<file path="src/source/microQueue.sv">
`timescale 1ns/1ps

module microQueue #(
  parameter type payloadT = logic,
  parameter int  DEPTH    = 4
) (
  input  logic    CTL,
  input  logic    reset,
  input  logic    push,
  input  payloadT pushData,
  input  logic    pop,
  output payloadT popData,
  output logic    empty,
  output logic    full
);

  localparam int AW = (DEPTH > 1) ? $clog2(DEPTH) : 1;
  localparam int CW = $clog2(DEPTH + 1);

  payloadT       mem [DEPTH];
  logic [AW-1:0] wrPtr;
  logic [AW-1:0] rdPtr;
  logic [CW-1:0] count;

  // Wraps for any depth, not only powers of two
  function automatic logic [AW-1:0] nextPtr(input logic [AW-1:0] ptr);
    if (ptr == AW'(DEPTH - 1)) begin
      return '0;
    end
    return ptr + 1'b1;
  endfunction

  always_ff @(posedge CTL) begin
    if (reset) begin
      wrPtr <= '0;
      rdPtr <= '0;
      count <= '0;
    end else begin
      if (push) begin
        wrPtr <= nextPtr(wrPtr);
      end
      if (pop) begin
        rdPtr <= nextPtr(rdPtr);
      end
      // Push and pop together leave the count alone
      case ({push, pop})
        2'b10:   count <= count + 1'b1;
        2'b01:   count <= count - 1'b1;
        default: count <= count;
      endcase
    end
  end

  always_ff @(posedge CTL) begin
    if (push) begin
      mem[wrPtr] <= pushData;
    end
  end

  assign popData = mem[rdPtr];
  assign empty = count == '0;
  assign full = count == CW'(DEPTH);

endmodule

</file>
<file path="config.mk">
export PLATFORM = sky130hd
export DESIGN_NAME = microQueue
export DESIGN_NICKNAME = d
export VERILOG_FILES = /design/src/source/microQueue.sv
export SDC_FILE = /design/constraint.sdc
export NUM_CORES = 1
export LEC_CHECK = 0
export BUFFER_PORTS_ARGS = -buffer_cell sky130_fd_sc_hd__buf_2
export CAP_MARGIN = 20
export CORE_UTILIZATION = 35
export DETAILED_ROUTE_END_ITERATION = 8
export GPL_TIMING_DRIVEN = 0
export PLACE_DENSITY_LB_ADDON = 0.2
export SLEW_MARGIN = 20
export SYNTH_ARGS = -nofsm -noshare
export SYNTH_HDL_FRONTEND = slang
export SYNTH_SLANG_ARGS = --single-unit
</file>
<file path="constraint.sdc">
create_clock -name CTL -period 2.7 [get_ports CTL]
set_input_delay 0.675 -clock CTL [delete_from_list [all_inputs] [get_ports CTL]]
set_output_delay 0.675 -clock CTL [all_outputs]
set_load 0.01 [all_outputs]
</file>
==> Flow_metrics.wiki <==
{| class="wikitable"
! Metric !! Value
|-
| Critical Path Sink Type || flip-flop
|-
| Post-synth net total || 65
|-
| Layout fillers || 157
|-
| Beginning of the worst hold path || count[2]
|-
| Remaining DRCs || 0
|-
| Final setup violation count || 0
|-
| Power per cell area || 606.5 mW/mm2
|-
| Internal power contribution || 0.3059 mW
|-
| Clock group share of total power || 0.279
|-
| Wire length of the first global-routing pass || 1297 um
|-
| Actual transition at the worst max-transition pin || 0.1335 ns
|-
| Most common cell after layout, fill and taps aside || sky130_fd_sc_hd__dfxtp_1
|-
| Biggest cell delay along the critical path || 0.38 ns
|-
| Setup fix buffers added after clock tree synthesis || 0
|-
| Share of power burned in combinational logic || 0.163
|-
| Initial cell density of the core || 0.3831
|-
| Clk slew on worst S/H paths || 0.07 ns
|-
| Setup repair after global routing missed its margin || no
|-
| TritonCTS clock tree || done
|-
| Post-synthesis register bit count || 13
|-
| Pin count of the biggest net entering global routing || 8
|-
| Req. time, crit path || 2.90 ns
|-
| Post-synth top area share || 0.3051
|-
| Number of global-route vias before repair || 332
|-
| Horiz. Die Dim || 43.08 um
|-
| Number of buffer cells added on primary ports || 7
|-
| Fin. max-slew vios || 0
|-
| Most frequent cells in the layout || sky130_fd_sc_hd__dfxtp_1, sky130_fd_sc_hd__inv_1, sky130_fd_sc_hd__nor2_1, sky130_fd_sc_hd__buf_2, sky130_fd_sc_hd__ha_1
|-
| HPWL after detailed placement || 630.1 um
|-
| Via count || 379
|-
| Number of unique standard cell types used by synthesis || 16
|-
| Core footprint || 0.001541 mm2
|-
| Total die area || 0.001855 mm2
|-
| Number of buffers inserted by hold repair at cts || 0
|-
| Top Ports || 8
|-
| Number of cells upsized or downsized after cts || 0
|-
| Worst reg2reg path depth || 5
|-
| Crit path arrival time || 2.12 ns
|-
| Total negative setup slack || 0 ns
|-
| Static leakage || 0.2993 nW
|-
| Proportion of power drawn by flip-flops and latches || 0.557
|-
| Worst Hold Path Cells || 2
|-
| Post-synthesis cell count || 53
|-
| Average instance area after synthesis || 11.14 um2
|-
| Master cell of the clock root buffer || sky130_fd_sc_hd__clkbuf_4
|-
| Congestion Overflow GR || 0
|-
| Path class of the lowest-slack min-delay path || reg -> reg
|-
| Worst voltage drop across the vdd grid || 0.3809 mV
|-
| Final period demand of the worst path || 1.916 ns
|-
| Max-Slew Margin vs Limit || 0.9085
|-
| CP Launch Point || push
|-
| Switching power || 0.1016 mW
|-
| Number of cell rows || 14
|-
| Net switching share of the total power || 0.2494
|-
| Share of final-layout standard cells stronger than drive strength 1 || 0.1719
|-
| Total clock buffers created by CTS || 3
|-
| Initial detailed-routing violation count || 7
|-
| Clock Path Buffers || 2
|-
| Drt pass-1 iters || 2
|-
| Final weighted congestion in routability-driven placement || 0.6374
|-
| Floorplan die height || 43.08 um
|-
| Portion of the post-synthesis area used by sequential elements || 0.5085
|-
| Highest-delay cell along the critical path || sky130_fd_sc_hd__fa_1
|-
| Outcome || finished clean
|-
| CP most frequent cell || sky130_fd_sc_hd__inv_1
|-
| Setup CP Type || in -> reg
|-
| Warnings, synthesis || 0
|-
| Wirelength, routed || 782 um
|-
| Remaining number of nets flagged by the antenna check after routing || 0
|-
| Launch instance of the worst register-to-register path || count[0]
|-
| Worst-Skew Late Latency || 0.27 ns
|-
| Nets@finish || 77
|-
| Timing-limited maximum frequency || 522.0 MHz
|-
| GR Util All Layers || 0.1009
|-
| Top post-synthesis cells by area || sky130_fd_sc_hd__dfxtp_1, sky130_fd_sc_hd__edfxtp_1, sky130_fd_sc_hd__ha_1, sky130_fd_sc_hd__inv_1, sky130_fd_sc_hd__nor2_1
|-
| Kind of start point of the critical path || primary input
|-
| Post-synthesis to final-layout area growth || 13.77%
|-
| Final hold vios || 0
|-
| MaxCap Viol Count || 0
|-
| Fin Clk Skew || 0.002335 ns
|-
| Final critical-path share of the clock period || 0.7096
|-
| Initial antenna violation count || 0
|-
| Synthesized area || 590.6 um2
|-
| Number of sinks on the clock net || 13
|-
| Highest fanout seen on the critical path || 7
|-
| Cell taking the most area after synthesis || sky130_fd_sc_hd__dfxtp_1
|-
| H-tree depth || 1
|-
| Average wire length per cell after detail routing || 9.775 um
|-
| Total power || 0.4075 mW
|-
| Number of vias per cell || 4.738
|-
| Inserted Diodes || 0
|-
| List of cells traversed by the critical path || buf_2 > inv_1 > ha_1 > inv_1 > fa_1 > xor2_1 > or3_1 > a21oi_1
|}
## stage by stage
| step | setup WS, ns | hold slack, ns | cells | area (um2) | utilization |
|---|---|---|---|---|---|
| finish | 0.7841 | 0.5021 | 80 | 671.9 | 0.4359 |
| global route | 0.6967 | 0.5214 | 80 | 671.9 | 0.4359 |
| CTS | 0.7632 | 0.5060 | 80 | 671.9 | 0.4359 |
| detailed placement | 0.5185 | 0.4931 | 76 | 645.6 | 0.4188 |
| global placement | 0.5320 | 0.4920 | 76 | 645.6 | 0.4188 |
| floorplan | 0.7568 | 0.4613 | 53 | 590.6 | - |
## Yosys cell counts (all sizes together)
master	count
mux2i	2
inv	7
nor3b	2
and2	4
ha	6
fa	1
xor2	2
dfxtp	9
a21oi	4
edfxtp	4
or3	1
mux4	1
nor2	7
o21ai	1
nor3	1
and3	1
## final cells by class
type | instances | area [um2] | area share
sequential | 13 | 300.3 | 0.4469
multi-input combinational | 33 | 264.0 | 0.3929
timing repair buffer | 7 | 35.03 | 0.05214
clock buffer | 4 | 26.28 | 0.03911
inverter | 7 | 26.28 | 0.03911
tap | 16 | 20.02 | 0.02980
## worst paths after layout
kind	to	slack, ns
worst min register to register	count[2]	0.50
worst max-delay path	count[2]	0.78
worst max register to register	count[2]	1.15
worst min-delay path	count[2]	0.50
## worst max-delay path: cells and delay by family
kind	cells	cell delay, ns
simple gates	1	0.30
fa+ha+maj	2	0.57
buf+inv	3	0.28
xor+xnor	1	0.16
compound gates	1	0.14
## layer usage
metal	track usage	share of wire
met4	0.05455	0.012
met3	0.06383	0.059
met1	0.1054	0.49
met5	0	0
met2	0.1545	0.44
## power by group through the flow
| stage | clock (mW) | combinational [mW] | sequential [mW] |
|---|---|---|---|
| 5_1_grt | 0.129 | 0.0790 | 0.229 |
| 4_1_cts | 0.120 | 0.0682 | 0.228 |
| 2_1_floorplan | 0 | 0.0478 | 0.230 |
| 3_5_place_dp | 0 | 0.0685 | 0.232 |
| 6_report | 0.114 | 0.0665 | 0.227 |
| 3_3_place_gp | 0 | 0.0665 | 0.232 |
## cell families (layout without fill, tap and decap cells)
logic type,after synthesis,after routing,share of synthesized area
and+or+nand+nor,16,16,0.1419
DFF,13,13,0.5085
adders and majority gates,7,7,0.1610
buffers and inverters,7,18,0.04450
AOI/OAI and AO/OA,5,5,0.04237
muxes,3,3,0.07203
xor gates and xnor gates,2,2,0.02967
(Power assumes the default switching activity.)
