--- src/source/ebox_params.svh ---
`ifndef EBOX_PARAMS_SVH
`define EBOX_PARAMS_SVH

// Data path word, one full 36-bit EBUS word
`define EBOX_WORD_W 36

// Control store address, 256 microwords
`define EBOX_CRAM_AW 8

// Magic number field
// Sized so the whole microword fits below the write address on the EBUS
`define EBOX_MAGIC_W 8

// Queue depths
`define EBOX_UQ_DEPTH 4
`define EBOX_RQ_DEPTH 4

`endif

--- src/source/ebox_pkg.sv ---
`include "ebox_params.svh"

package ebox_pkg;

  typedef logic [`EBOX_WORD_W-1:0] ebusWord;
  typedef logic [`EBOX_CRAM_AW-1:0] cramAddr;
  typedef logic [`EBOX_MAGIC_W-1:0] magicNum;

  typedef enum logic [1:0] {dispNext, dispCall, dispReturn, dispHalt} dispCode;

  typedef enum logic [1:0] {arHold, arMagic, arFromArx, arSum} arSrc;

  typedef enum logic [1:0] {arxHold, arxMagic, arxFromAr, arxFromMq} arxSrc;

  // Shift brings AR bit 0 (the MSB) into the low end of MQ
  typedef enum logic [1:0] {mqHold, mqClear, mqShift, mqFromAr} mqOp;

  typedef enum logic [1:0] {condNone, condArClear, condArxClear, condArlClear} condCode;

  // Emits push the register value from before this microword's update
  typedef enum logic [1:0] {specNone, specEmitAr, specEmitArx, specEmitMq} specCode;

  typedef struct packed {
    cramAddr nextAddr;
    dispCode disp;
    arSrc    arSel;
    arxSrc   arxSel;
    mqOp     mq;
    condCode cond;
    specCode spec;
    magicNum magic;
  } microWord;

  typedef struct packed {
    logic     cramWrite;
    logic     start;
    logic     readAr;
    logic     readArx;
    logic     readMq;
    cramAddr  addr;
    microWord word;
  } diagCmd;

  typedef struct packed {
    logic    arLoad;
    arSrc    arSource;
    logic    arClear;
    logic    arlClear;
    logic    arxLoad;
    arxSrc   arxSource;
    logic    arxClear;
    mqOp     mqControl;
    specCode emitSel;
    logic    emitReq;
    magicNum magic;
  } ctlSignals;

  // Console function codes, octal as on the diagnostic bus
  localparam logic [6:0] diagFuncCramWrite = 7'o040;
  localparam logic [6:0] diagFuncStart     = 7'o041;
  localparam logic [6:0] diagFuncReadAr    = 7'o100;
  localparam logic [6:0] diagFuncReadArx   = 7'o101;
  localparam logic [6:0] diagFuncReadMq    = 7'o102;

endpackage

--- src/source/ctlDecode.sv ---
`timescale 1ns/1ps

module ctlDecode (
  input  ebox_pkg::microWord  word,
  input  logic                valid,
  output ebox_pkg::ctlSignals ctl
);

  logic condArClr;
  logic condArxClr;
  logic condArlClr;
  logic arSelLoad;
  logic arxSelLoad;
  logic mqActive;
  logic specEmit;

  // Condition field decode
  assign condArClr  = valid && word.cond == ebox_pkg::condArClear;
  assign condArxClr = valid && word.cond == ebox_pkg::condArxClear;
  assign condArlClr = valid && word.cond == ebox_pkg::condArlClear;

  // Select fields
  assign arSelLoad  = valid && word.arSel != ebox_pkg::arHold;
  assign arxSelLoad = valid && word.arxSel != ebox_pkg::arxHold;
  assign mqActive   = valid && word.mq != ebox_pkg::mqHold;

  // Special function
  assign specEmit = valid && word.spec != ebox_pkg::specNone;

  always_comb begin
    // AR, a clear condition wins over the source select
    ctl.arClear = condArClr;
    ctl.arlClear = condArlClr;
    ctl.arLoad = condArClr | condArlClr | arSelLoad;
    if (arSelLoad && !condArClr) begin
      ctl.arSource = word.arSel;
    end else begin
      ctl.arSource = ebox_pkg::arHold;
    end

    // ARX
    ctl.arxClear = condArxClr;
    ctl.arxLoad = condArxClr | arxSelLoad;
    if (arxSelLoad && !condArxClr) begin
      ctl.arxSource = word.arxSel;
    end else begin
      ctl.arxSource = ebox_pkg::arxHold;
    end

    // MQ
    if (mqActive) begin
      ctl.mqControl = word.mq;
    end else begin
      ctl.mqControl = ebox_pkg::mqHold;
    end

    // Readback emit
    ctl.emitReq = specEmit;
    if (specEmit) begin
      ctl.emitSel = word.spec;
    end else begin
      ctl.emitSel = ebox_pkg::specNone;
    end

    // Magic only matters with a magic select, still zero when idle
    if (valid) begin
      ctl.magic = word.magic;
    end else begin
      ctl.magic = '0;
    end
  end

endmodule

--- config.mk ---
export PLATFORM = sky130hd
export DESIGN_NAME = ctlDecode
export DESIGN_NICKNAME = d
export VERILOG_FILES = /design/src/source/ebox_pkg.sv /design/src/source/ctlDecode.sv
export VERILOG_INCLUDE_DIRS = /design/src /design/src/source
export SDC_FILE = /design/constraint.sdc
export NUM_CORES = 1
export LEC_CHECK = 0
export BUFFER_PORTS_ARGS = -buffer_cell sky130_fd_sc_hd__buf_4
export CORE_AREA = 3 3 40 42
export DETAILED_ROUTE_END_ITERATION = 10
export DIE_AREA = 0 0 43 45
export PLACE_DENSITY = 0.63
export RECOVER_POWER = 100
export SETUP_SLACK_MARGIN = 0.05
export SLEW_MARGIN = 30
export SYNTH_ARGS = -nofsm -noshare
export SYNTH_HDL_FRONTEND = slang
export SYNTH_SLANG_ARGS = --single-unit
--- constraint.sdc ---
create_clock -name vclk -period 0.8
set_input_delay 0.12 -clock vclk [all_inputs]
set_output_delay 0.12 -clock vclk [all_outputs]
set_load 0.02 [all_outputs]
==> results.md <==
- Status: complete, no violations
- Seq/Total Area, Yosys: 0%
- Most frequent cell after synthesis: and2_2
- Routed WL: 823 um
- Total track usage: 7.55%
- Synth Cell Area: 218 sq um
- Max Slew Vio Count: 0
- Row cnt: 13
- Placed cell count: 86
- Mean Syn Cell Area: 6.40 sq um
- Post-synth cell types: 13
- Pwr Total: 0.325 mW
- Antenna fix cells: 0
- Compound-Gate Fraction of Synth Area: 2.30%
- CP Capture Type: output port
- Largest net degree at the start of global routing: 20
- Drt wl/cell: 9.57 um
- Cell taking the most area after synthesis: and2_2
- Die W: 43 um
- CP Launch Type: primary input
- Post-route cell area: 539 sq um
- CP Data Arrival Time: 0.65 ns
- Register area: 0 sq um
- Footprint of the multi-input gates: 208 sq um
- Post-synth top area share: 31.0%
- Syn nets: 63
- Vias per inst: 4.05
- Final setup viols: 0
- Share of cells above drive strength 1: 81.7%
- Final Cycle Share: 96.8%
- Vias in the first global route: 305
- Final core utilization: 42.0%
- Placed cell areas: 510 sq um
- Max Clk Rate: 1290 MHz
- Main combinational cell family by area after synthesis: simple AND/OR/NAND/NOR gates
- Gr ovfl total: 0
- Crit path time final: 0.774 ns
- M1 WL: 303 um
- VDD IR max: 279 uV
- Post-Synth Simple-Gate Area: 77.0%
- DR WL met2: 374 um
- DP HPWL: 667 um
- Post-synthesis xor/xnor area fraction: 0%
- Number of port buffers: 41
- Top Family by Delay on Critical Path: simple AND/OR/NAND/NOR gates
- Slowest CP cell: and3_1
- Final cell count without fillers: 86
- Clock buf count: 0
- Place WS: -0.0790 ns
- DIE HEIGHT: 45 um
- Post-CTS setup-driven buffer insertion count: 0
- RSZ-0062 raised after global routing: true
- WP buf/inv: 2
- Slew margin rel.: 83.1%
- Total length of routed met3 wires: 145 um
- Initial DRT Pass Iterations: 2
- Fillers: 144
- Mux contribution to synthesized area: 0%
- Via count: 348
- Required time worst endpoint: 0.68 ns
- Worst slew pin tran: 0.255 ns
- # nets final: 102
- Initial antenna violation count: 0
- Yosys warnings: 0
- Initial DRC count: 1
- CORE AREA: 0.00128 sq mm
- DRC viols: 0
- Final setup TNS: 0 ns
- Sequential cell count: 0
- Min-delay worst type: primary input to output port
- Uppermost routed layer: met3
- Final hold violations: 0
- Post-synthesis adder-cell area fraction: 0%
- Gpl congestion: 0.632
- Setup CP Type: primary input to output port
- Post-route ant nets: 0
- CP max stage delay: 0.17 ns
- Leakage power: 0.300 nW
- Ranking of synthesized cells by area: and2_2 31%, buf_4 14%, and3_2 10%
- CP Max Fanout: 4
- Hold_ws: 0.580 ns
- Power per standard cell area: 602 mW/mm^2
- Max-Cap Viols: 0
- Area grow syn2layout: 148%
- Boundary Pins: 51
- Final WS setup: 0.0256 ns
- Cell Chain, Critical Path: buf_8 > nand2b_4 > and3_1 > buf_6
- Global-route wire length before repair: 1210 um
- Initial Util: 16.9%
- Die area: 0.00194 sq mm
- Syn Inst Count: 34
- Synth cell count leaders: 9 x and2_2, 5 x nor2_1, 4 x buf_4
cells by family (layout without fill, tap and decap cells):
family / Yosys count / count (layout)
buffers and inverters: 6 / 43
AOI/OAI and AO/OA: 1 / 1
and+or+nand+nor: 27 / 27
report_power, final:
group,internal (mW),leakage (nW),switching [mW]
logic,0.172,0.300,0.153
registers,0,0,0
clock network,0,0,0
worst min-delay path, cell delays in order:
cell	delay, ns
buf_4	0.07
and2_1	0.11
clkbuf_2	0.16
repair_timing:
action                                  CTS  global route
resized for setup                        19             2
pin swaps                                 4             0
endpoints found under the setup margin    9             7
hold buffers                              0             0
metal layers:
| metal | up-vias | global-route usage [%] |
|---|---|---|
| met5 | - | 0 |
| met3 | 0 | 1.99 |
| met1 | 143 | 9.76 |
| met4 | 0 | 0 |
| met2 | 28 | 13.5 |
| li1 | 177 | - |
path summary, 6_finish.rpt:
path,slack [ns],cells after the start,end,startpoint
max,0.03,4,ctl[20],word[11]
min,0.58,3,ctl[3],word[3]
placed cells by master, fill, tap and decap left out, types with 2 or more instances in the layout:
| cell | instances |
|---|---|
| clkbuf_2 | 15 |
| and3_4 | 4 |
| nor2_1 | 5 |
| buf_4 | 16 |
| clkbuf_1 | 2 |
| nand2b_4 | 2 |
| buf_8 | 3 |
| and2_1 | 3 |
| buf_6 | 5 |
| and2_2 | 9 |
area by class of cell:
cell class | count | area share [%]
well taps | 15 | 3.48
multi-input cells | 28 | 38.5
repair buffers | 42 | 57.3
inverters | 1 | 0.696
Note: power is estimated with default switching activity, not from simulation.
