$ cat config.mk
export PLATFORM = sky130hd
export DESIGN_NAME = diagDecode
export DESIGN_NICKNAME = d
export VERILOG_FILES = /design/src/source/ebox_pkg.sv /design/src/source/diagDecode.sv
export VERILOG_INCLUDE_DIRS = /design/src /design/src/source
export SDC_FILE = /design/constraint.sdc
export NUM_CORES = 1
export LEC_CHECK = 0
export BUFFER_PORTS_ARGS = -buffer_cell sky130_fd_sc_hd__clkbuf_2
export CAP_MARGIN = 20
export CORE_AREA = 2 2 65 67
export CTS_CLUSTER_DIAMETER = 80
export DETAILED_ROUTE_END_ITERATION = 10
export DIE_AREA = 0 0 67 69
export PLACE_DENSITY = 0.79
export RECOVER_POWER = 50
export SETUP_SLACK_MARGIN = 0.2
export SLEW_MARGIN = 20
export SYNTH_ARGS = -nofsm -noshare
export SYNTH_HDL_FRONTEND = slang
export SYNTH_SLANG_ARGS = --single-unit
$ cat constraint.sdc
create_clock -name CTL -period 1.15 [get_ports CTL]
set_input_delay 0 -clock CTL [delete_from_list [all_inputs] [get_ports CTL]]
set_output_delay 0 -clock CTL [all_outputs]
set_load 0.01 [all_outputs]
$ cat src/source/ebox_params.svh
`ifndef EBOX_PARAMS_SVH
`define EBOX_PARAMS_SVH

// Data path word, one full 36-bit EBUS word
`define EBOX_WORD_W 36

// Control store address, 256 microwords
`define EBOX_CRAM_AW 8

// Magic number field
// Sized so the whole microword fits below the write address on the EBUS
`define EBOX_MAGIC_W 8

// Queue depths
`define EBOX_UQ_DEPTH 4
`define EBOX_RQ_DEPTH 4

`endif

$ cat src/source/ebox_pkg.sv
`include "ebox_params.svh"

package ebox_pkg;

  typedef logic [`EBOX_WORD_W-1:0] ebusWord;
  typedef logic [`EBOX_CRAM_AW-1:0] cramAddr;
  typedef logic [`EBOX_MAGIC_W-1:0] magicNum;

  typedef enum logic [1:0] {dispNext, dispCall, dispReturn, dispHalt} dispCode;

  typedef enum logic [1:0] {arHold, arMagic, arFromArx, arSum} arSrc;

  typedef enum logic [1:0] {arxHold, arxMagic, arxFromAr, arxFromMq} arxSrc;

  // Shift brings AR bit 0 (the MSB) into the low end of MQ
  typedef enum logic [1:0] {mqHold, mqClear, mqShift, mqFromAr} mqOp;

  typedef enum logic [1:0] {condNone, condArClear, condArxClear, condArlClear} condCode;

  // Emits push the register value from before this microword's update
  typedef enum logic [1:0] {specNone, specEmitAr, specEmitArx, specEmitMq} specCode;

  typedef struct packed {
    cramAddr nextAddr;
    dispCode disp;
    arSrc    arSel;
    arxSrc   arxSel;
    mqOp     mq;
    condCode cond;
    specCode spec;
    magicNum magic;
  } microWord;

  typedef struct packed {
    logic     cramWrite;
    logic     start;
    logic     readAr;
    logic     readArx;
    logic     readMq;
    cramAddr  addr;
    microWord word;
  } diagCmd;

  typedef struct packed {
    logic    arLoad;
    arSrc    arSource;
    logic    arClear;
    logic    arlClear;
    logic    arxLoad;
    arxSrc   arxSource;
    logic    arxClear;
    mqOp     mqControl;
    specCode emitSel;
    logic    emitReq;
    magicNum magic;
  } ctlSignals;

  // Console function codes, octal as on the diagnostic bus
  localparam logic [6:0] diagFuncCramWrite = 7'o040;
  localparam logic [6:0] diagFuncStart     = 7'o041;
  localparam logic [6:0] diagFuncReadAr    = 7'o100;
  localparam logic [6:0] diagFuncReadArx   = 7'o101;
  localparam logic [6:0] diagFuncReadMq    = 7'o102;

endpackage

$ cat src/source/diagDecode.sv
`timescale 1ns/1ps
`include "ebox_params.svh"

module diagDecode (
  input  logic              CTL,
  input  logic              reset,
  input  logic              diagStrobe,
  input  logic [6:0]        diagFunc,
  input  ebox_pkg::ebusWord ebusData,
  output ebox_pkg::diagCmd  cmd
);

  ebox_pkg::diagCmd cmdNext;

  // Function code compare, only while strobed
  always_comb begin
    cmdNext = '0;
    if (diagStrobe) begin
      case (diagFunc)
        ebox_pkg::diagFuncCramWrite: begin
          cmdNext.cramWrite = 1'b1;
          cmdNext.addr = ebusData[`EBOX_WORD_W-1 -: `EBOX_CRAM_AW];
          cmdNext.word = ebusData[$bits(ebox_pkg::microWord)-1:0];
        end
        ebox_pkg::diagFuncStart: begin
          cmdNext.start = 1'b1;
          cmdNext.addr = ebusData[`EBOX_CRAM_AW-1:0];
        end
        ebox_pkg::diagFuncReadAr: begin
          cmdNext.readAr = 1'b1;
        end
        ebox_pkg::diagFuncReadArx: begin
          cmdNext.readArx = 1'b1;
        end
        ebox_pkg::diagFuncReadMq: begin
          cmdNext.readMq = 1'b1;
        end
        default: begin
          cmdNext = '0;
        end
      endcase
    end
  end

  // Command acts one cycle after the strobe
  always_ff @(posedge CTL) begin
    if (reset) begin
      cmd <= '0;
    end else begin
      cmd <= cmdNext;
    end
  end

endmodule

==> metrics.yaml <==
status:
  outcome: "complete, no violations"
job:
  drv_cap: 0
synth:
  synth.net_count: 186
  synth_cell_type_count: 17
  synth_common_cells: "41 x dfxtp_1, 29 x inv_1, 28 x nor4_2, 10 x nor3_2, 8 x mux2i_1"
  postSynthAreaPerCell_um2: 12.0
  synth_edf_count: 0
  yosysWarnings: 0
  async_flop_share: 0
  synth_top_area_frac: 0.488
  synthCells: 140
  ys_seq_elements: 41
  yosysSeqAreaShare: 0.488
  syn_area_um2: 1680
  synth_area_leaders: "dfxtp_1 49%, nor4_2 21%, inv_1 6.5%"
  yosysTopAreaCell: "dfxtp_1"
  yosys.cell_count.top_type: "dfxtp_1"
  synth-main-ff-cell: "dfxtp_1"
timing:
  finalHoldViolations: 0
  worst_slew_pin_slew_ns: 0.308
  max_freq_ghz: 1.05
  fin_crit_sh: 0.825
  maxSlewViolCount: 0
  maxSlewHeadroom: 0.794
  fin_crit_ns: 0.949
  setup_viol: 0
  rsz0062_at_grt: "no"
finish:
  largest_reg_flops: 41
  n_antenna_cell: 0
  multi_input_area_um2: 624
  fin_nets: 310
  largest_register: "cmd"
  reg_top3: "cmd x41"
  utilization: 0.654
  num-fill-cells: 321
  syn2layout_area_growth_pct: 52.3
  drive_gt1_frac: 0.394
  regArea_um2: 821
floorplanning:
  die_w_um: 67
  fp.dieArea_um2: 4620
  io_pins: 87
  core_um2: 3910
  start_util: 0.429
  fp-row-count: 23
  die_y_um: 69
drt:
  via_per_inst: 4.52
  wl_mm: 4.06
  vias: 1419
  drt-met1-wl_mm: 1.52
  drc: 0
  wl_met2_mm: 2.19
  highest_layer: "met4"
  wl_met3_um: 307
  wl_per_cell_um: 12.9
  final_antenna_net_count: 0
  first_pass_iters: 4
  drt_iter0_markers: 43
clock_tree:
  clkTransAtPathRegs_ns: 0.08
  post-cts-setup-buffers: 0
  cts_buffers: 5
  cts_tree: "done"
  clock-sinks: 41
  cts_buffer_depth: 2
  h-tree-depth: 2
  root_buffer: "clkbuf_8"
critical_path:
  start_kind: "input pin"
  crit_arrival_ns: 1.14
  slowest_delay_ns: 0.63
  worstPathCellList: "clkbuf_2 -> or4_1 -> buf_12 -> nor4_2"
  required_ns: 1.34
  crit_type: "in2reg"
  cp_max_fo: 19
  end_kind: "flip-flop"
  crit_buf_inv: 2
  cp_slowest_cell: "or4_1"
  cp_top_family: "simple AND/OR/NAND/NOR gates"
power:
  p_total_mw: 2.88
  cellLeakagePower_nw: 1.07
  power.density_nw_per_um2: 1120
  peakVddDrop_v: 0.000681
worst_hold_path:
  min_delay_path_depth: 3
  min_from: "diagFunc[2]"
  whs_endpoint: "cmd[36]$_SDFF_PP0_"
  min_path_type: "in2reg"
global_routing:
  antenna_found_initial: 0
  overflow: 0
  grt_pass1_wl_mm: 6.54
  grt_max_degree: 33
  grt.total_usage: 0.187
  grt_pass1_vias: 1480
placed_design:
  portBuffers: 86
  dp_hpwl_mm: 2.50
  place_congestion: 0.698
area by class of cell:
type                    count  share of cell area
inverters                  29              0.0425
repair buffers            130               0.328
clock buffers               5              0.0269
clock inverters             2              0.0137
flip-flops and latches     41               0.321
multi-input cells          57               0.244
well taps                  50              0.0244
metrics by stage:
step	hold slack [ns]	setup WS [ns]	TNS (ns)	instances	instance area [um^2]
6_report	0.00600	0.201	0	314	2560
5_1_grt	0.0231	0.153	0	314	2560
4_1_cts	0.00280	0.287	0	314	2620
3_5_place_dp	0.226	-0.0159	-0.0254	271	2150
3_3_place_gp	0.225	0.0311	0	271	2150
2_1_floorplan	0.133	0.185	0	140	1680
layer usage:
metal  vias up  global-route usage
met3         4              0.0653
met2        58               0.348
met1       642               0.186
met5         -                   0
li1        715                   -
met4         0              0.0635
placed cells by master (no fill, tap or decap), types with 3 or more instances in the layout:
master / n
inv_1: 29
dfxtp_1: 41
clkbuf_8: 5
nor3_2: 9
nor3_1: 3
nor4_2: 28
clkbuf_2: 50
or4b_1: 3
buf_4: 4
dlygate4sd3_1: 36
clkbuf_1: 37
buf_12: 3
mux2i_1: 8
cell families after synthesis:
logic type	count (synthesis)	share of synthesized area
buffers and inverters	42	0.136
and+or+nand+nor	49	0.328
DFF	41	0.488
muxes	8	0.0477
report_power, final:
part	internal, mW	leakage, nW	switching, mW
sequential	1.42	0.330	0.000494
clock	0.631	0.0540	0.473
combinational	0.188	0.685	0.165
worst max path at each step:
| stage | from | to | slack, ns | cells past startpoint |
|---|---|---|---|---|
| 2_1_floorplan | diagFunc[4] | cmd[12]$_SDFF_PP0_ | 0.19 | 4 |
| 3_5_place_dp | diagFunc[4] | cmd[15]$_SDFF_PP0_ | -0.02 | 4 |
| 6_report | diagFunc[1] | cmd[25]$_SDFF_PP0_ | 0.20 | 4 |
| 5_1_grt | diagFunc[1] | cmd[15]$_SDFF_PP0_ | 0.15 | 4 |
| 4_1_cts | diagFunc[4] | cmd[15]$_SDFF_PP0_ | 0.29 | 4 |
| 3_3_place_gp | diagFunc[4] | cmd[2]$_SDFF_PP0_ | 0.03 | 4 |
repair_timing:
item	4_1_cts	5_1_grt
hold buffers	36	0
hold endpoints to repair	36	0
resized for setup	0	0
No activity file was read; power rests on OpenSTA's default activity.
