[src/source/ebox_params.svh]
`ifndef EBOX_PARAMS_SVH
`define EBOX_PARAMS_SVH

// Data path word, one full 36-bit EBUS word
`define EBOX_WORD_W 36

// Control store address, 256 microwords
`define EBOX_CRAM_AW 8

// Magic number field
// Sized so the whole microword fits below the write address on the EBUS
`define EBOX_MAGIC_W 8

// Queue depths
`define EBOX_UQ_DEPTH 4
`define EBOX_RQ_DEPTH 4

`endif

[src/source/ebox_pkg.sv]
`include "ebox_params.svh"

package ebox_pkg;

  typedef logic [`EBOX_WORD_W-1:0] ebusWord;
  typedef logic [`EBOX_CRAM_AW-1:0] cramAddr;
  typedef logic [`EBOX_MAGIC_W-1:0] magicNum;

  typedef enum logic [1:0] {dispNext, dispCall, dispReturn, dispHalt} dispCode;

  typedef enum logic [1:0] {arHold, arMagic, arFromArx, arSum} arSrc;

  typedef enum logic [1:0] {arxHold, arxMagic, arxFromAr, arxFromMq} arxSrc;

  // Shift brings AR bit 0 (the MSB) into the low end of MQ
  typedef enum logic [1:0] {mqHold, mqClear, mqShift, mqFromAr} mqOp;

  typedef enum logic [1:0] {condNone, condArClear, condArxClear, condArlClear} condCode;

  // Emits push the register value from before this microword's update
  typedef enum logic [1:0] {specNone, specEmitAr, specEmitArx, specEmitMq} specCode;

  typedef struct packed {
    cramAddr nextAddr;
    dispCode disp;
    arSrc    arSel;
    arxSrc   arxSel;
    mqOp     mq;
    condCode cond;
    specCode spec;
    magicNum magic;
  } microWord;

  typedef struct packed {
    logic     cramWrite;
    logic     start;
    logic     readAr;
    logic     readArx;
    logic     readMq;
    cramAddr  addr;
    microWord word;
  } diagCmd;

  typedef struct packed {
    logic    arLoad;
    arSrc    arSource;
    logic    arClear;
    logic    arlClear;
    logic    arxLoad;
    arxSrc   arxSource;
    logic    arxClear;
    mqOp     mqControl;
    specCode emitSel;
    logic    emitReq;
    magicNum magic;
  } ctlSignals;

  // Console function codes, octal as on the diagnostic bus
  localparam logic [6:0] diagFuncCramWrite = 7'o040;
  localparam logic [6:0] diagFuncStart     = 7'o041;
  localparam logic [6:0] diagFuncReadAr    = 7'o100;
  localparam logic [6:0] diagFuncReadArx   = 7'o101;
  localparam logic [6:0] diagFuncReadMq    = 7'o102;

endpackage

[src/source/arDatapath.sv]
`timescale 1ns/1ps
`include "ebox_params.svh"

module arDatapath (
  input  logic                CTL,
  input  logic                reset,
  input  ebox_pkg::ctlSignals ctl,
  input  logic                uqEmpty,
  input  ebox_pkg::diagCmd    cmd,
  input  logic                rqFull,
  output logic                uqPop,
  output logic                rqPush,
  output ebox_pkg::ebusWord   rqData
);

  ebox_pkg::ebusWord ar;
  ebox_pkg::ebusWord arx;
  ebox_pkg::ebusWord mq;
  ebox_pkg::ebusWord magicExt;
  ebox_pkg::ebusWord sum;
  ebox_pkg::ebusWord arNext;
  ebox_pkg::ebusWord arxNext;
  ebox_pkg::ebusWord mqNext;
  logic              diagRead;
  logic              emitBlocked;

  assign magicExt = ebox_pkg::ebusWord'(ctl.magic);
  // Carry out of bit 0 is dropped
  assign sum = ar + arx;

  // Console read takes the readback slot this cycle
  assign diagRead = cmd.readAr | cmd.readArx | cmd.readMq;
  assign emitBlocked = ctl.emitReq & (rqFull | diagRead);
  assign uqPop = ~uqEmpty & ~emitBlocked;
  assign rqPush = diagRead | (uqPop & ctl.emitReq);

  always_comb begin
    if (cmd.readAr) begin
      rqData = ar;
    end else if (cmd.readArx) begin
      rqData = arx;
    end else if (cmd.readMq) begin
      rqData = mq;
    end else begin
      case (ctl.emitSel)
        ebox_pkg::specEmitArx: rqData = arx;
        ebox_pkg::specEmitMq:  rqData = mq;
        default:               rqData = ar;
      endcase
    end
  end

  always_comb begin
    case (ctl.arSource)
      ebox_pkg::arMagic:   arNext = magicExt;
      ebox_pkg::arFromArx: arNext = arx;
      ebox_pkg::arSum:     arNext = sum;
      default:             arNext = ar;
    endcase
    if (ctl.arClear) begin
      arNext = '0;
    end
    if (ctl.arlClear) begin
      arNext[`EBOX_WORD_W-1:`EBOX_WORD_W/2] = '0;
    end
  end

  always_comb begin
    case (ctl.arxSource)
      ebox_pkg::arxMagic:  arxNext = magicExt;
      ebox_pkg::arxFromAr: arxNext = ar;
      ebox_pkg::arxFromMq: arxNext = mq;
      default:             arxNext = arx;
    endcase
    if (ctl.arxClear) begin
      arxNext = '0;
    end
  end

  always_comb begin
    case (ctl.mqControl)
      ebox_pkg::mqClear:  mqNext = '0;
      ebox_pkg::mqShift:  mqNext = {mq[`EBOX_WORD_W-2:0], ar[`EBOX_WORD_W-1]};
      ebox_pkg::mqFromAr: mqNext = ar;
      default:            mqNext = mq;
    endcase
  end

  // Registers move on the edge that pops their microword
  always_ff @(posedge CTL) begin
    if (reset) begin
      ar <= '0;
      arx <= '0;
      mq <= '0;
    end else if (uqPop) begin
      if (ctl.arLoad) begin
        ar <= arNext;
      end
      if (ctl.arxLoad) begin
        arx <= arxNext;
      end
      mq <= mqNext;
    end
  end

endmodule

[config.mk]
export PLATFORM = sky130hd
export DESIGN_NAME = arDatapath
export DESIGN_NICKNAME = d
export VERILOG_FILES = /design/src/source/ebox_pkg.sv /design/src/source/arDatapath.sv
export VERILOG_INCLUDE_DIRS = /design/src /design/src/source
export SDC_FILE = /design/constraint.sdc
export NUM_CORES = 1
export LEC_CHECK = 0
export BUFFER_PORTS_ARGS = -buffer_cell sky130_fd_sc_hd__clkbuf_2
export CAP_MARGIN = 20
export CORE_MARGIN = 1
export CORE_UTILIZATION = 49
export CTS_CLUSTER_SIZE = 25
export DETAILED_ROUTE_END_ITERATION = 8
export GPL_TIMING_DRIVEN = 0
export PLACE_DENSITY = 0.72
export SLEW_MARGIN = 20
export SYNTH_ARGS = -nofsm -noshare
export SYNTH_HDL_FRONTEND = slang
export SYNTH_SLANG_ARGS = --single-unit
[constraint.sdc]
create_clock -name CTL -period 2.7 [get_ports CTL]
set_clock_uncertainty 0.1 [all_clocks]
set_input_delay 0.54 -clock CTL [delete_from_list [all_inputs] [get_ports CTL]]
set_output_delay 0.54 -clock CTL [all_outputs]
set_load 0.05 [all_outputs]
==> impl_metrics.yaml <==
yosys:
  dominantRegCellSynth: "sky130_fd_sc_hd__dfxtp_1"
  synth_warnings: 0
  synth_enable_flop_cells: 0
  synth_commonest_cells: "sky130_fd_sc_hd__nor2_1, sky130_fd_sc_hd__nand2_1, sky130_fd_sc_hd__dfxtp_1"
  syn-num-nets: 1130
  synth_top_cell_by_area: "sky130_fd_sc_hd__dfxtp_1"
  async_reset_ff_frac: 0
  synth_area_per_cell_um2: 7.424
  synth_seq_area_share: 0.2836
  synthMostInstantiatedCell: "sky130_fd_sc_hd__nor2_1"
  ys_ff_latch: 108
  mappedNetlistArea_um2: 7625
  post-synth-top-area-fraction: 0.2836
  synth.distinct_cells: 63
  syn-instance-count: 1027
  yosys-top-cells-area: "sky130_fd_sc_hd__dfxtp_1, sky130_fd_sc_hd__nor2_1, sky130_fd_sc_hd__nand2_1, sky130_fd_sc_hd__a21oi_1, sky130_fd_sc_hd__o21ai_0"
placed_design:
  routability_driven_placement_congestion_ratio: 0.9694
  io_buffers: 62
  number_of_cells_after_detailed_placement: 1277
  dpl.hpwl_um: 18210
sta:
  maxSlewHeadroom: 0.4227
  highest_clock_rate_mhz: 330.0
  hold_viol: 0
  min_period_over_period: 1.122
  worst-slew-pin-transition_ns: 0.8645
  layout_min_cycle_time_ns: 3.030
  rsz0062_at_grt: "true"
  setup-violations-final: 12
  worst_setup_slack_final_ns: -0.3299
  timing.setup.tns_ns: -1.919
  max_slew_violation_total_from_the_final_report: 0
floorplan:
  core-area_um2: 15200
  initial_utilization: 0.5016
  placement_rows: 45
  pin_count: 105
  die_h_um: 126.7
  floorplan_die_area_um2: 16060
  die_width_um: 126.7
clock_network:
  postCtsHoldBufs: 0
  ctsRootBufferMaster: "sky130_fd_sc_hd__clkbuf_16"
  cts.clk_slew.worst_paths_ns: 0.08
  clk-insertion-delay-late_ns: 0.36
  cts_tree: "done"
  cts.sink_count: 108
  cts_inserted_buffers: 9
  cts-root-to-sink-buffers: 2
  htreeDepth: 3
final_layout:
  layout-area-overhead-vs-synth_pct: 21.92
  antenna_cells: 0
  post_route_cells_drive_above_1_share: 0.2059
  layoutNonFillerInstCount: 1315
  finalNetCount: 1225
power_and_ir_drop:
  combinationalPowerShare: 0.148
  power.switching_uw: 1085
  power.internal_uw: 2633
  power.share.switching: 0.2917
  p_per_area_nw_per_um2: 399.9
  leakagePower_uw: 0.003687
  clock_network_fraction_of_total_power: 0.401
  share_seq_of_total_power: 0.451
  ir_drop_uv: 341.4
drt:
  wirelength_um: 25860
  firstDrtPassIters: 5
  drc: 0
  vias_per_cell: 6.324
  ant_nets: 0
  routedWlPerCell_um: 19.66
  vias: 8316
  detail_route.iter0.violations: 920
global_routing:
  antenna_found_initial: 0
  global_route_wire_length_before_repair_um: 40720
  grtUsageTotal: 0.3229
  grt_max_degree: 18
  first_global_vias: 7629
  globalRouteOverflowTotal: 0
setup_path:
  timing.rr.end: "ar[32]$_SDFFE_PP0P_"
  critPathLaunch: "arx[0]$_SDFFE_PP0P_"
  worstReg2RegStart: "arx[0]$_SDFFE_PP0P_"
  worst_setup_path_endpoint: "ar[32]$_SDFFE_PP0P_"
  worst_setup_path_type: "reg -> reg"
  worst_ep_arrival_time_ns: 3.21
  cpPeakStageDelay_ns: 0.44
  critical-path-slowest-cell: "sky130_fd_sc_hd__a311o_2"
  worst_r2r_path_depth: 10
  regToRegSetupSlack_ns: -0.33
  cp.required_ns: 2.88
  worstPathCellList: "ha_4 > fa_2 > a21o_1 > a221oi_4 > nand4b_4 > a31oi_4 > a311o_2 > and4b_1 > o31a_1 > o32ai_2"
  timing.critical_path.from_type: "flop"
  timing.critical_path.fanout_max: 5
  worst_setup_path_end_kind: "flop"
run_status:
  violations: "setup timing"
  status: "finished with violations"
hold_path:
  hp-class: "reg -> reg"
run:
  drv_cap: 0
==> worst max-delay path, delay by kind of cell, from the launching register on <==
family / cells / cell delay, ns
fa+ha+maj: 2 / 0.52
flops: 1 / 0.36
simple gates: 2 / 0.46
compound gates: 6 / 1.51
==> through the flow <==
| stage | total power, uW | worst slack [ns] | cell area (um^2) | hold slack, ns | utilization |
|---|---|---|---|---|---|
| final | 3718 | -0.3299 | 9296 | 0.4347 | 0.6115 |
| after global routing | 3823 | -0.4252 | 9296 | 0.4525 | 0.6115 |
| after CTS | 3703 | -0.3521 | 8936 | 0.4321 | 0.5878 |
| after detailed placement | 2219 | -0.7921 | 8319 | 0.4232 | 0.5472 |
| after global placement | 2212 | -0.8712 | 8312 | 0.4070 | 0.5467 |
| after floorplan | 2040 | -0.1264 | 7766 | 0.3900 | - |
==> flip-flops by register name, indices dropped and copies added, names as in the netlist <==
register and count:
ar 36, arx 36, mq 36
==> cell type report <==
| class | count | area [um^2] |
|---|---|---|
| fill | 1374 | 5906 |
| timing repair buffer | 89 | 558.0 |
| clock inverter | 6 | 86.33 |
| multi-input combinational | 832 | 5643 |
| clock buffer | 10 | 239.0 |
| inverter | 8 | 30.03 |
| buffer | 74 | 317.8 |
| tap | 188 | 235.2 |
| sequential | 108 | 2187 |
==> worst min-delay path by stage <==
stage,from,slack (ns),endpoint,depth (start not counted)
5_1_grt,mq[31]$_SDFFE_PP0P_,0.45,mq[31]$_SDFFE_PP0P_,2
4_1_cts,mq[31]$_SDFFE_PP0P_,0.43,mq[31]$_SDFFE_PP0P_,2
3_3_place_gp,mq[35]$_SDFFE_PP0P_,0.41,mq[35]$_SDFFE_PP0P_,2
3_5_place_dp,mq[31]$_SDFFE_PP0P_,0.42,mq[31]$_SDFFE_PP0P_,2
2_1_floorplan,mq[35]$_SDFFE_PP0P_,0.39,mq[35]$_SDFFE_PP0P_,2
6_report,mq[2]$_SDFFE_PP0P_,0.43,mq[2]$_SDFFE_PP0P_,2
==> cell usage in the layout (no fill, tap or decap), drive strengths merged, types with 9 or more instances in the layout <==
master,netlist,routed
a2111oi,10,10
a211oi,40,40
a21o,22,22
a21oi,91,91
a22oi,59,59
buf,17,46
clkbuf,62,127
dfxtp,108,108
ha,35,35
mux2i,43,43
nand2,127,127
nand3,10,10
nor2,128,128
nor3,40,40
o21ai,89,89
o22ai,10,10
xnor2,17,17
xor2,9,9
==> power by group through the flow <==
stage          clock network (uW)  registers [uW]  logic [uW]
2_1_floorplan                   0            1700         341
3_3_place_gp                    0            1710         497
3_5_place_dp                    0            1710         504
4_1_cts                      1500            1680         527
5_1_grt                      1550            1680         592
6_report                     1490            1680         551
==> logic make-up (layout without fill, tap and decap cells) <==
family / count (synthesis) / after routing / share of synthesized area
AOI/OAI and AO/OA: 371 / 371 / 0.3144
buffers and inverters: 87 / 187 / 0.04349
and+or+nand+nor: 351 / 351 / 0.2048
DFF: 108 / 108 / 0.2836
xor gates and xnor gates: 26 / 26 / 0.02987
muxes: 48 / 48 / 0.06383
adders and majority gates: 36 / 36 / 0.06006
==> what timing repair did <==
item                                   4_1_cts  5_1_grt
setup endpoints to repair                  109       63
resized for setup                           52       64
endpoints found under the hold margin        0        0
setup buffers                               14       15
pin swaps                                   31       32
==> routing by layer <==
layer | global-route usage | wire length, um
met3 | 0.07001 | 2280
met5 | 0 | 0
met1 | 0.4319 | 11380
met4 | 0.1120 | 648
met2 | 0.5138 | 11550
No activity file was read; power rests on OpenSTA's default activity.
